<file path="src/hdl/im2col_pkg.sv">
/*
 * Shared definitions of the im2col accelerator: data widths,
 * APB register map, DMA register offsets, FIFO depth, DMA
 * channel count and the state encodings of both FSMs.
 */
package im2col_pkg;

  typedef logic [31:0] word_t;    // pointer, increment or bus word
  typedef logic [15:0] dim_t;     // dimension, stride or patch count
  typedef logic        ch_idx_t;  // DMA channel index
  typedef logic [1:0]  ch_mask_t; // one busy bit per DMA channel

  localparam int unsigned REG_ADDR_W = 8;

  // APB register offsets
  localparam logic [REG_ADDR_W-1:0] REG_CTRL     = 8'h00;
  localparam logic [REG_ADDR_W-1:0] REG_STATUS   = 8'h04;
  localparam logic [REG_ADDR_W-1:0] REG_SRC_PTR  = 8'h08;
  localparam logic [REG_ADDR_W-1:0] REG_DST_PTR  = 8'h0C;
  localparam logic [REG_ADDR_W-1:0] REG_IW       = 8'h10;
  localparam logic [REG_ADDR_W-1:0] REG_IH       = 8'h14;
  localparam logic [REG_ADDR_W-1:0] REG_NUM_CH   = 8'h18;
  localparam logic [REG_ADDR_W-1:0] REG_FW       = 8'h1C;
  localparam logic [REG_ADDR_W-1:0] REG_FH       = 8'h20;
  localparam logic [REG_ADDR_W-1:0] REG_STRIDE_W = 8'h24;
  localparam logic [REG_ADDR_W-1:0] REG_STRIDE_H = 8'h28;
  localparam logic [REG_ADDR_W-1:0] REG_NP_W     = 8'h2C;
  localparam logic [REG_ADDR_W-1:0] REG_NP_H     = 8'h30;

  // DMA address map, each channel owns a DMA_CH_SIZE window
  localparam word_t DMA_BASE           = 32'h0000_3000;
  localparam word_t DMA_CH_SIZE        = 32'h0000_0100;
  localparam word_t DMA_SRC_PTR_OFF    = 32'h00;
  localparam word_t DMA_DST_PTR_OFF    = 32'h04;
  localparam word_t DMA_SIZE_D1_OFF    = 32'h0C;
  localparam word_t DMA_SIZE_D2_OFF    = 32'h10;
  localparam word_t DMA_INC_SRC_D1_OFF = 32'h18;
  localparam word_t DMA_INC_SRC_D2_OFF = 32'h1C;

  localparam int unsigned NUM_DMA_CH = 2;
  localparam int unsigned FIFO_DEPTH = 4;

  typedef enum logic [2:0] {
    GEN_IDLE,
    GEN_ADDR_COMP,
    GEN_DESC_FORM,
    GEN_PUSH,
    GEN_ADVANCE
  } gen_state_e;

  typedef enum logic [3:0] {
    LD_IDLE,
    LD_WAIT_CH,
    LD_WR_SRC,
    LD_WR_DST,
    LD_WR_INC1,
    LD_WR_INC2,
    LD_WR_SIZE2,
    LD_WR_SIZE1,
    LD_DRAIN
  } load_state_e;

endpackage
</file>
<file path="src/hdl/im2col_top.sv">
/*
 * Top level of the im2col accelerator: register file,
 * descriptor generator, descriptor FIFO and DMA loader
 */
`timescale 1ns/1ns

module im2col_top
  import im2col_pkg::*;
(
  input  logic                  clk_i,
  input  logic                  rst_ni,
  input  logic                  psel_i,
  input  logic                  penable_i,
  input  logic                  pwrite_i,
  input  logic [REG_ADDR_W-1:0] paddr_i,
  input  word_t                 pwdata_i,
  output word_t                 prdata_o,
  output logic                  pready_o,
  output logic                  pslverr_o,
  output logic                  dma_req_o,
  output word_t                 dma_addr_o,
  output word_t                 dma_wdata_o,
  input  logic                  dma_gnt_i,
  input  ch_mask_t              dma_done_i,
  output logic                  irq_o
);

  logic  start, done, push, pop, full, empty;
  word_t src_ptr, dst_ptr;
  dim_t  iw, ih, num_ch, fw, fh, stride_w, stride_h, np_w, np_h;
  word_t g_src, g_dst, g_inc1, g_inc2, g_size1, g_size2;  // generator side
  logic  g_last;
  word_t h_src, h_dst, h_inc1, h_inc2, h_size1, h_size2;  // FIFO head
  logic  h_last;

  im2col_regs u_regs (
    .clk_i, .rst_ni, .psel_i, .penable_i, .pwrite_i, .paddr_i, .pwdata_i,
    .done_i(done), .prdata_o, .pready_o, .pslverr_o, .start_o(start),
    .src_ptr_o(src_ptr), .dst_ptr_o(dst_ptr), .iw_o(iw), .ih_o(ih),
    .num_ch_o(num_ch), .fw_o(fw), .fh_o(fh), .stride_w_o(stride_w),
    .stride_h_o(stride_h), .np_w_o(np_w), .np_h_o(np_h), .irq_o
  );

  im2col_param_gen u_param_gen (
    .clk_i, .rst_ni, .start_i(start), .src_ptr_i(src_ptr), .dst_ptr_i(dst_ptr),
    .iw_i(iw), .ih_i(ih), .num_ch_i(num_ch), .fw_i(fw), .fh_i(fh),
    .stride_w_i(stride_w), .stride_h_i(stride_h), .np_w_i(np_w), .np_h_i(np_h),
    .fifo_full_i(full), .push_o(push), .desc_src_o(g_src), .desc_dst_o(g_dst),
    .desc_inc1_o(g_inc1), .desc_inc2_o(g_inc2), .desc_size1_o(g_size1),
    .desc_size2_o(g_size2), .desc_last_o(g_last)
  );

  im2col_desc_fifo u_desc_fifo (
    .clk_i, .rst_ni, .push_i(push), .pop_i(pop),
    .src_i(g_src), .dst_i(g_dst), .inc1_i(g_inc1), .inc2_i(g_inc2),
    .size1_i(g_size1), .size2_i(g_size2), .last_i(g_last),
    .src_o(h_src), .dst_o(h_dst), .inc1_o(h_inc1), .inc2_o(h_inc2),
    .size1_o(h_size1), .size2_o(h_size2), .last_o(h_last),
    .full_o(full), .empty_o(empty)
  );

  im2col_dma_loader u_dma_loader (
    .clk_i, .rst_ni, .empty_i(empty),
    .src_i(h_src), .dst_i(h_dst), .inc1_i(h_inc1), .inc2_i(h_inc2),
    .size1_i(h_size1), .size2_i(h_size2), .last_i(h_last),
    .dma_gnt_i, .dma_done_i, .pop_o(pop), .dma_req_o, .dma_addr_o,
    .dma_wdata_o, .done_o(done)
  );

endmodule

</file>
<file path="src/hdl/im2col_dma_loader.sv">
/*
 * DMA loader. Pops descriptors, picks a free DMA channel and
 * programs it with six single-word writes, then signals done
 * once the last descriptor has run and all channels are free.
 */
`timescale 1ns/1ns

module im2col_dma_loader
  import im2col_pkg::*;
(
  input  logic     clk_i,
  input  logic     rst_ni,
  input  logic     empty_i,
  input  word_t    src_i,
  input  word_t    dst_i,
  input  word_t    inc1_i,
  input  word_t    inc2_i,
  input  word_t    size1_i,
  input  word_t    size2_i,
  input  logic     last_i,
  input  logic     dma_gnt_i,
  input  ch_mask_t dma_done_i,
  output logic     pop_o,
  output logic     dma_req_o,
  output word_t    dma_addr_o,
  output word_t    dma_wdata_o,
  output logic     done_o
);

  load_state_e state_q, state_d;
  ch_mask_t busy_q;
  ch_idx_t  ch_q, free_ch;
  logic     free_any, wr_done;
  word_t    off;
  word_t    src_q, dst_q, inc1_q, inc2_q, size1_q, size2_q;
  logic     last_q;

  // lowest numbered idle channel wins
  always_comb begin
    free_ch = '0;
    for (int i = NUM_DMA_CH - 1; i >= 0; i--) begin
      if (!busy_q[i]) free_ch = ch_idx_t'(i);
    end
  end

  assign free_any = (busy_q != '1);
  assign pop_o    = (state_q == LD_WAIT_CH) && free_any && !empty_i;
  assign wr_done  = dma_req_o & dma_gnt_i;

  // register offset and data of the current write
  always_comb begin
    dma_req_o   = 1'b1;
    off         = '0;
    dma_wdata_o = '0;
    unique case (state_q)
      LD_WR_SRC: begin
        off         = DMA_SRC_PTR_OFF;
        dma_wdata_o = src_q;
      end
      LD_WR_DST: begin
        off         = DMA_DST_PTR_OFF;
        dma_wdata_o = dst_q;
      end
      LD_WR_INC1: begin
        off         = DMA_INC_SRC_D1_OFF;
        dma_wdata_o = inc1_q;
      end
      LD_WR_INC2: begin
        off         = DMA_INC_SRC_D2_OFF;
        dma_wdata_o = inc2_q;
      end
      LD_WR_SIZE2: begin
        off         = DMA_SIZE_D2_OFF;
        dma_wdata_o = size2_q;
      end
      LD_WR_SIZE1: begin  // this write starts the channel
        off         = DMA_SIZE_D1_OFF;
        dma_wdata_o = size1_q;
      end
      default: dma_req_o = 1'b0;
    endcase
  end

  assign dma_addr_o = DMA_BASE + word_t'(ch_q) * DMA_CH_SIZE + off;

  always_comb begin
    state_d = state_q;
    unique case (state_q)
      LD_IDLE:     if (!empty_i) state_d = LD_WAIT_CH;
      LD_WAIT_CH:  if (pop_o) state_d = LD_WR_SRC;
      LD_WR_SRC:   if (wr_done) state_d = LD_WR_DST;
      LD_WR_DST:   if (wr_done) state_d = LD_WR_INC1;
      LD_WR_INC1:  if (wr_done) state_d = LD_WR_INC2;
      LD_WR_INC2:  if (wr_done) state_d = LD_WR_SIZE2;
      LD_WR_SIZE2: if (wr_done) state_d = LD_WR_SIZE1;
      LD_WR_SIZE1: if (wr_done) state_d = last_q ? LD_DRAIN : LD_IDLE;
      LD_DRAIN:    if (busy_q == '0) state_d = LD_IDLE;
      default:     state_d = LD_IDLE;
    endcase
  end

  assign done_o = (state_q == LD_DRAIN) && (busy_q == '0);

  always_ff @(posedge clk_i or negedge rst_ni) begin
    if (!rst_ni) begin
      state_q <= LD_IDLE;
      busy_q  <= '0;
    end else begin
      state_q <= state_d;
      for (int i = 0; i < NUM_DMA_CH; i++) begin
        if (state_q == LD_WR_SIZE1 && wr_done && ch_q == ch_idx_t'(i)) begin
          busy_q[i] <= 1'b1;
        end else if (dma_done_i[i]) begin
          busy_q[i] <= 1'b0;  // channel is free from the next cycle on
        end
      end
    end
  end

  always_ff @(posedge clk_i) begin
    if (pop_o) begin
      ch_q    <= free_ch;
      src_q   <= src_i;
      dst_q   <= dst_i;
      inc1_q  <= inc1_i;
      inc2_q  <= inc2_i;
      size1_q <= size1_i;
      size2_q <= size2_i;
      last_q  <= last_i;
    end
  end

endmodule

</file>
<file path="src/hdl/im2col_desc_fifo.sv">
/*
 * Circular descriptor FIFO between generator and DMA loader
 */
`timescale 1ns/1ns

module im2col_desc_fifo
  import im2col_pkg::*;
(
  input  logic  clk_i,
  input  logic  rst_ni,
  input  logic  push_i,
  input  logic  pop_i,
  input  word_t src_i,
  input  word_t dst_i,
  input  word_t inc1_i,
  input  word_t inc2_i,
  input  word_t size1_i,
  input  word_t size2_i,
  input  logic  last_i,
  output word_t src_o,
  output word_t dst_o,
  output word_t inc1_o,
  output word_t inc2_o,
  output word_t size1_o,
  output word_t size2_o,
  output logic  last_o,
  output logic  full_o,
  output logic  empty_o
);

  logic [6*$bits(word_t):0] mem_q [FIFO_DEPTH];  // six words and the last flag
  logic [$clog2(FIFO_DEPTH)-1:0] wr_ptr_q, rd_ptr_q;
  logic [$clog2(FIFO_DEPTH):0]   count_q;
  logic do_push, do_pop;

  assign full_o  = (count_q == FIFO_DEPTH);
  assign empty_o = (count_q == '0);
  assign do_push = push_i & ~full_o;
  assign do_pop  = pop_i & ~empty_o;

  always_ff @(posedge clk_i or negedge rst_ni) begin
    if (!rst_ni) begin
      wr_ptr_q <= '0;
      rd_ptr_q <= '0;
      count_q  <= '0;
    end else begin
      if (do_push) wr_ptr_q <= wr_ptr_q + 1'b1;  // pointers wrap at the depth
      if (do_pop) rd_ptr_q <= rd_ptr_q + 1'b1;
      count_q <= count_q + do_push - do_pop;
    end
  end

  always_ff @(posedge clk_i) begin
    if (do_push) begin
      mem_q[wr_ptr_q] <= {src_i, dst_i, inc1_i, inc2_i, size1_i, size2_i, last_i};
    end
  end

  // head entry is valid whenever the FIFO is not empty
  assign {src_o, dst_o, inc1_o, inc2_o, size1_o, size2_o, last_o} = mem_q[rd_ptr_q];

endmodule

</file>
<file path="src/hdl/im2col_param_gen.sv">
/*
 * Descriptor generator. Walks input channel, filter row and
 * filter column and forms one 2D DMA descriptor per step.
 */
`timescale 1ns/1ns

module im2col_param_gen
  import im2col_pkg::*;
(
  input  logic  clk_i,
  input  logic  rst_ni,
  input  logic  start_i,
  input  word_t src_ptr_i,
  input  word_t dst_ptr_i,
  input  dim_t  iw_i,
  input  dim_t  ih_i,
  input  dim_t  num_ch_i,
  input  dim_t  fw_i,
  input  dim_t  fh_i,
  input  dim_t  stride_w_i,
  input  dim_t  stride_h_i,
  input  dim_t  np_w_i,
  input  dim_t  np_h_i,
  input  logic  fifo_full_i,
  output logic  push_o,
  output word_t desc_src_o,
  output word_t desc_dst_o,
  output word_t desc_inc1_o,
  output word_t desc_inc2_o,
  output word_t desc_size1_o,
  output word_t desc_size2_o,
  output logic  desc_last_o
);

  gen_state_e state_q, state_d;
  dim_t  w_off_q, h_off_q, c_q;
  dim_t  w_nxt, h_nxt, c_nxt;
  dim_t  w_sel, h_sel, c_sel;
  logic  w_wrap, h_wrap, accept;
  word_t offs_q;     // element offset of the window origin in the input
  word_t dst_run_q;  // running output pointer
  word_t src_q, dst_q, inc2_q;
  logic  last_q;

  assign accept = (state_q == GEN_PUSH) && !fifo_full_i;

  // next loop position, the column offset is the innermost loop
  always_comb begin
    w_wrap = (w_off_q == fw_i - 16'd1);
    h_wrap = (h_off_q == fh_i - 16'd1);
    w_nxt  = w_wrap ? '0 : w_off_q + 16'd1;
    h_nxt  = h_off_q;
    c_nxt  = c_q;
    if (w_wrap) begin
      h_nxt = h_wrap ? '0 : h_off_q + 16'd1;
      if (h_wrap) begin
        c_nxt = c_q + 16'd1;
      end
    end
  end

  // ADVANCE computes the address terms of the step it moves to
  assign w_sel = (state_q == GEN_ADVANCE) ? w_nxt : w_off_q;
  assign h_sel = (state_q == GEN_ADVANCE) ? h_nxt : h_off_q;
  assign c_sel = (state_q == GEN_ADVANCE) ? c_nxt : c_q;

  always_comb begin
    state_d = state_q;
    unique case (state_q)
      GEN_IDLE:      if (start_i) state_d = GEN_ADDR_COMP;
      GEN_ADDR_COMP: state_d = GEN_DESC_FORM;
      GEN_DESC_FORM: state_d = GEN_PUSH;
      GEN_PUSH:      if (accept) state_d = last_q ? GEN_IDLE : GEN_ADVANCE;
      GEN_ADVANCE:   state_d = GEN_DESC_FORM;
      default:       state_d = GEN_IDLE;
    endcase
  end

  always_ff @(posedge clk_i or negedge rst_ni) begin
    if (!rst_ni) begin
      state_q <= GEN_IDLE;
      w_off_q <= '0;
      h_off_q <= '0;
      c_q     <= '0;
    end else begin
      state_q <= state_d;
      if (state_q == GEN_IDLE && start_i) begin
        w_off_q <= '0;
        h_off_q <= '0;
        c_q     <= '0;
      end else if (state_q == GEN_ADVANCE) begin
        w_off_q <= w_nxt;
        h_off_q <= h_nxt;
        c_q     <= c_nxt;
      end
    end
  end

  always_ff @(posedge clk_i) begin
    if (state_q == GEN_IDLE) begin
      dst_run_q <= dst_ptr_i;
    end else if (accept) begin
      dst_run_q <= dst_run_q + word_t'(np_w_i) * word_t'(np_h_i);  // one output row per step
    end
    if (state_q == GEN_ADDR_COMP || state_q == GEN_ADVANCE) begin
      offs_q <= (word_t'(c_sel) * word_t'(ih_i) + word_t'(h_sel)) * word_t'(iw_i)
                + word_t'(w_sel);
    end
    if (state_q == GEN_DESC_FORM) begin
      src_q  <= src_ptr_i + offs_q;
      dst_q  <= dst_run_q;
      // jump from the end of one patch row to the start of the next
      inc2_q <= word_t'(stride_h_i) * word_t'(iw_i)
                - (word_t'(np_w_i) - 32'd1) * word_t'(stride_w_i);
      last_q <= (c_q == num_ch_i - 16'd1) && h_wrap && w_wrap;
    end
  end

  assign push_o       = (state_q == GEN_PUSH);  // fields stay put while the FIFO is full
  assign desc_src_o   = src_q;
  assign desc_dst_o   = dst_q;
  assign desc_inc1_o  = word_t'(stride_w_i);
  assign desc_inc2_o  = inc2_q;
  assign desc_size1_o = word_t'(np_w_i);
  assign desc_size2_o = word_t'(np_h_i);
  assign desc_last_o  = last_q;

endmodule

</file>
<file path="src/hdl/im2col_regs.sv">
/*
 * APB register file of the im2col accelerator. Holds the
 * configuration, makes the start pulse and keeps the busy,
 * done and interrupt enable state.
 */
`timescale 1ns/1ns

module im2col_regs
  import im2col_pkg::*;
(
  input  logic                  clk_i,
  input  logic                  rst_ni,
  input  logic                  psel_i,
  input  logic                  penable_i,
  input  logic                  pwrite_i,
  input  logic [REG_ADDR_W-1:0] paddr_i,
  input  word_t                 pwdata_i,
  input  logic                  done_i,
  output word_t                 prdata_o,
  output logic                  pready_o,
  output logic                  pslverr_o,
  output logic                  start_o,
  output word_t                 src_ptr_o,
  output word_t                 dst_ptr_o,
  output dim_t                  iw_o,
  output dim_t                  ih_o,
  output dim_t                  num_ch_o,
  output dim_t                  fw_o,
  output dim_t                  fh_o,
  output dim_t                  stride_w_o,
  output dim_t                  stride_h_o,
  output dim_t                  np_w_o,
  output dim_t                  np_h_o,
  output logic                  irq_o
);

  logic wr_en, rd_en, hit;
  logic start_q, busy_q, done_q, irq_en_q;

  assign wr_en = psel_i & penable_i & pwrite_i;  // write takes effect at the access edge
  assign rd_en = psel_i & penable_i & ~pwrite_i;

  // read mux, also flags an unmapped address
  always_comb begin
    hit      = 1'b1;
    prdata_o = '0;
    case (paddr_i)
      REG_CTRL:     prdata_o = {30'd0, irq_en_q, 1'b0};
      REG_STATUS:   prdata_o = {30'd0, done_q, busy_q};
      REG_SRC_PTR:  prdata_o = src_ptr_o;
      REG_DST_PTR:  prdata_o = dst_ptr_o;
      REG_IW:       prdata_o = word_t'(iw_o);
      REG_IH:       prdata_o = word_t'(ih_o);
      REG_NUM_CH:   prdata_o = word_t'(num_ch_o);
      REG_FW:       prdata_o = word_t'(fw_o);
      REG_FH:       prdata_o = word_t'(fh_o);
      REG_STRIDE_W: prdata_o = word_t'(stride_w_o);
      REG_STRIDE_H: prdata_o = word_t'(stride_h_o);
      REG_NP_W:     prdata_o = word_t'(np_w_o);
      REG_NP_H:     prdata_o = word_t'(np_h_o);
      default:      hit = 1'b0;
    endcase
  end

  assign pready_o  = 1'b1;                          // no wait states
  assign pslverr_o = psel_i & penable_i & ~hit;

  always_ff @(posedge clk_i or negedge rst_ni) begin
    if (!rst_ni) begin
      irq_en_q   <= 1'b0;
      src_ptr_o  <= '0;
      dst_ptr_o  <= '0;
      iw_o       <= '0;
      ih_o       <= '0;
      num_ch_o   <= '0;
      fw_o       <= '0;
      fh_o       <= '0;
      stride_w_o <= '0;
      stride_h_o <= '0;
      np_w_o     <= '0;
      np_h_o     <= '0;
    end else if (wr_en) begin
      case (paddr_i)
        REG_CTRL:     irq_en_q   <= pwdata_i[1];
        REG_SRC_PTR:  src_ptr_o  <= pwdata_i;
        REG_DST_PTR:  dst_ptr_o  <= pwdata_i;
        REG_IW:       iw_o       <= pwdata_i[15:0];
        REG_IH:       ih_o       <= pwdata_i[15:0];
        REG_NUM_CH:   num_ch_o   <= pwdata_i[15:0];
        REG_FW:       fw_o       <= pwdata_i[15:0];
        REG_FH:       fh_o       <= pwdata_i[15:0];
        REG_STRIDE_W: stride_w_o <= pwdata_i[15:0];
        REG_STRIDE_H: stride_h_o <= pwdata_i[15:0];
        REG_NP_W:     np_w_o     <= pwdata_i[15:0];
        REG_NP_H:     np_h_o     <= pwdata_i[15:0];
        default:      ;
      endcase
    end
  end

  always_ff @(posedge clk_i or negedge rst_ni) begin
    if (!rst_ni) begin
      start_q <= 1'b0;
      busy_q  <= 1'b0;
      done_q  <= 1'b0;
    end else begin
      // a start request while a run is in progress is dropped
      start_q <= wr_en && (paddr_i == REG_CTRL) && pwdata_i[0] && !busy_q && !start_q;
      if (start_q) begin
        busy_q <= 1'b1;
      end else if (done_i) begin
        busy_q <= 1'b0;
      end
      if (done_i) begin
        done_q <= 1'b1;
      end else if (rd_en && (paddr_i == REG_STATUS)) begin
        done_q <= 1'b0;                             // read to clear
      end
    end
  end

  assign start_o = start_q;
  assign irq_o   = done_q & irq_en_q;

endmodule

</file>
<file path="config.mk">
export PLATFORM = sky130hd
export DESIGN_NAME = im2col_top
export DESIGN_NICKNAME = d
export VERILOG_FILES = /design/src/hdl/im2col_pkg.sv /design/src/hdl/im2col_top.sv /design/src/hdl/im2col_dma_loader.sv /design/src/hdl/im2col_desc_fifo.sv /design/src/hdl/im2col_param_gen.sv /design/src/hdl/im2col_regs.sv
export SDC_FILE = /design/constraint.sdc
export NUM_CORES = 2
export LEC_CHECK = 0
export BUFFER_PORTS_ARGS = -buffer_cell sky130_fd_sc_hd__buf_4
export CAP_MARGIN = 20
export CORE_MARGIN = 4
export CORE_UTILIZATION = 30
export CTS_CLUSTER_DIAMETER = 30
export DETAILED_ROUTE_END_ITERATION = 6
export PLACE_DENSITY = 0.45
export SYNTH_ARGS = -nofsm -noshare
export SYNTH_HDL_FRONTEND = slang
export SYNTH_SLANG_ARGS = --single-unit
</file>
<file path="constraint.sdc">
create_clock -name clk_i -period 19.33 [get_ports clk_i]
set_input_delay 1.933 -clock clk_i [delete_from_list [all_inputs] [get_ports clk_i]]
set_output_delay 1.933 -clock clk_i [all_outputs]
set_load 0.005 [all_outputs]
</file>
==> results_dict.tcl <==
set metrics [dict create \
    outcome "finished with violations" \
    violations "design-rule violations" \
    grt_max_degree 172 \
    cp-start-kind "register" \
    ff2ff_setup_slack_ns 3.93 \
    fillers 31242 \
    multi_input_area_sq_mm 0.0549 \
    cp.required_ns 19.91 \
    skew_ns 0.0999 \
    antenna_found_initial 27 \
    synth_ff_type "edfxtp_1" \
    r2r_cells 52 \
    layout-drive-gt1-share_pct 13.2 \
    ant_nets 0 \
    power.density_mw_per_mm2 105 \
    root_buffer "clkbuf_16" \
    ys_seq_area_share_pct 35.0 \
    critPathMaxStageDelay_ns 0.67 \
    drtIter0Drc 3939 \
    synth_seq_cells 1163 \
    dp.final_hpwl_um 219000 \
    path_common_cell "fa_1" \
    nNetsFinal 10255 \
    critPathBufInv 5 \
    synth_area_sq_mm 0.0957 \
    hold_viol 0 \
    cts_setup_buffers 0 \
    final-instance-count-excl-fill 12866 \
    synthCells 8252 \
    leakagePower_nw 48.9 \
    r2r_start "u_regs.fw_o[4]" \
    crit_slowest_cell "xor2_2" \
    die_h_um 573 \
    ctsResizeCount 0 \
    cts_buffer_depth 4 \
    io_buffer_count 118 \
    clk_latency_ns 0.89 \
    holdPathStages 0 \
    rows 207 \
    power_frac_seq_pct 33.0 \
    synth_edf_count 887 \
    grt_pass1_wl_um 448000 \
    fmax_mhz 64.9 \
    setup_viol 0 \
    arrival_ns 15.99 \
    synth_top_cells_by_area "edfxtp_1 28%, fa_1 27%, dfrtp_1 7.2%" \
    vdd_drop_max_v 0.000110 \
    dpl.cell_count 12333 \
    worst_hold_path.endpoint "u_param_gen.desc_dst_o[0]" \
    layout_commonest_cell "inv_1" \
    fin_crit_sh_pct 79.7 \
    period_needed_ns 15.40 \
    core_area_sq_mm 0.318 \
    clkTransAtPathRegs_ns 0.04 \
    worst_pin_slew_ns 1.25 \
    swShare_pct 32.7 \
    rsz0062_at_grt "no" \
    setup-tns-final_ns 0 \
    power.share.combinational_pct 26.4 \
    seqCellArea_sq_mm 0.0336 \
    globalplace.congestion 0.847 \
    firstDrtPassIters 7 \
    ctsHtreeMaxLevel 5 \
    critPathKind "reg2reg" \
    p_total_mw 11.7 \
    avgRoutedWirePerCell_um 23.2 \
    synth_top_cell_area_share_pct 27.8 \
    grt.total_usage_pct 18.1 \
    hold_buffers 0 \
    worstReg2RegEnd "u_param_gen.offs_q[31]" \
    slew_violations 0 \
    power_switching_mw 3.83 \
    viasPerCell 4.78 \
    dieArea_sq_mm 0.328 \
    internal-power_mw 7.88 \
    synth_cell_types 84 \
    syn_area_per_cell_sq_um 11.6 \
    postSynth.asyncResetShare_pct 23.7 \
    max_slew_margin_pct 16.3 \
    vias 61468 \
    mostFrequentLayoutCells "1,556 x inv_1, 1,281 x fa_1, 903 x nand2_1, 887 x edfxtp_1, 595 x and2_1" \
    cts_inserted_buffers 289 \
    die_w_um 573 \
    clockPowerShare_pct 40.6 \
    path_delay_family "adder cells" \
    worstHoldStart "u_param_gen.dst_run_q[0]" \
    io_pins 148 \
    synth_warnings 0 \
    cts_tree "yes" \
    grt_pass1_vias 67687 \
    drc 1 \
    numClockSinks 1163 \
    cp_max_fo 21 \
    start_util_pct 30.1 \
    synth_area_leader_cell "edfxtp_1" \
    worstHoldPathType "reg2reg" \
    totalWireLength_um 298000 \
    grt_remaining_overflow 0 \
    drv_cap 0 \
    area_growth_syn_to_layout_pct 16.4 \
    cp-end-kind "register" \
]
flip-flops by register name, summed over array words and instances, names as in the netlist, 32 cells and up:
signal,count
u_regs.src_ptr_o,32
u_param_gen.offs_q,32
u_dma_loader.inc2_q,32
u_dma_loader.dst_q,32
u_dma_loader.src_q,32
u_desc_fifo.mem_q,580
u_param_gen.dst_run_q,32
u_regs.dst_ptr_o,32
u_param_gen.desc_src_o,32
u_param_gen.desc_dst_o,32
u_param_gen.desc_inc2_o,32
power groups by stage:
stage	clock network (mW)	logic, mW	registers, mW
after floorplan	0	1.83	3.74
after CTS	4.85	3.23	3.88
final	4.76	3.09	3.86
after global placement	0	3.19	3.90
after global routing	4.99	3.40	3.92
after detailed placement	0	3.22	3.92
final cells by class:
type | count | share of cell area [%]
Antenna cell | 5 | 0.0112
Clock buffer | 362 | 6.98
Clock inverter | 162 | 1.71
Inverter | 1557 | 5.24
Multi-Input combinational cell | 5154 | 49.3
Sequential cell | 1163 | 30.1
Tap cell | 4180 | 4.69
Timing Repair Buffer | 283 | 2.00
per-stage QoR:
| step | hold WS [ns] | utilization [%] | worst slack, ns | instance area, sq um |
|---|---|---|---|---|
| floorplan | 0.426 | - | 5.38 | 95800 |
| global placement | 0.451 | 32.0 | 3.91 | 102000 |
| detailed placement | 0.451 | 32.0 | 3.90 | 102000 |
| CTS | 0.454 | 35.0 | 3.80 | 111000 |
| global route | 0.466 | 35.1 | 2.93 | 111000 |
| finish | 0.455 | 35.1 | 3.93 | 111000 |
logic make-up after synthesis:
group | share of synthesized area, %
AO/OA/AOI/OAI | 4.49
XOR/XNOR | 2.79
adder cells (fa/ha/maj) | 33.0
buffers and inverters | 7.89
flip-flops | 35.0
multiplexers | 5.88
other | 0.00784
AND/OR/NAND/NOR | 10.9
how the worst max path moves through the flow:
stage | start | endpoint | slack, ns | cells after the start
after global routing | u_regs.fw_o[4] | u_param_gen.offs_q[31] | 2.93 | 49
final | u_regs.fw_o[4] | u_param_gen.offs_q[31] | 3.93 | 52
after global placement | u_regs.fw_o[4] | u_param_gen.offs_q[31] | 3.91 | 54
after floorplan | u_regs.fw_o[7] | u_param_gen.offs_q[31] | 5.38 | 57
after CTS | u_regs.fw_o[4] | u_param_gen.offs_q[31] | 3.80 | 52
after detailed placement | u_regs.fw_o[4] | u_param_gen.offs_q[31] | 3.90 | 54
layer usage:
metal  GRT usage, %  part of all wire [%]
met1           23.3                    42
met2           31.1                    49
met3           2.24                   4.5
met4           7.22                   4.4
met5              0                     0
cells in the mapped netlist (145+ instances only):
library cell,instances
inv_1,1556
fa_1,1281
nand2_1,905
edfxtp_1,887
and2_1,599
ha_1,478
clkbuf_1,324
dfrtp_1,276
mux2_2,210
xnor2_1,195
nor2_1,167
mux4_2,145
No activity file was read; power rests on OpenSTA's default activity.
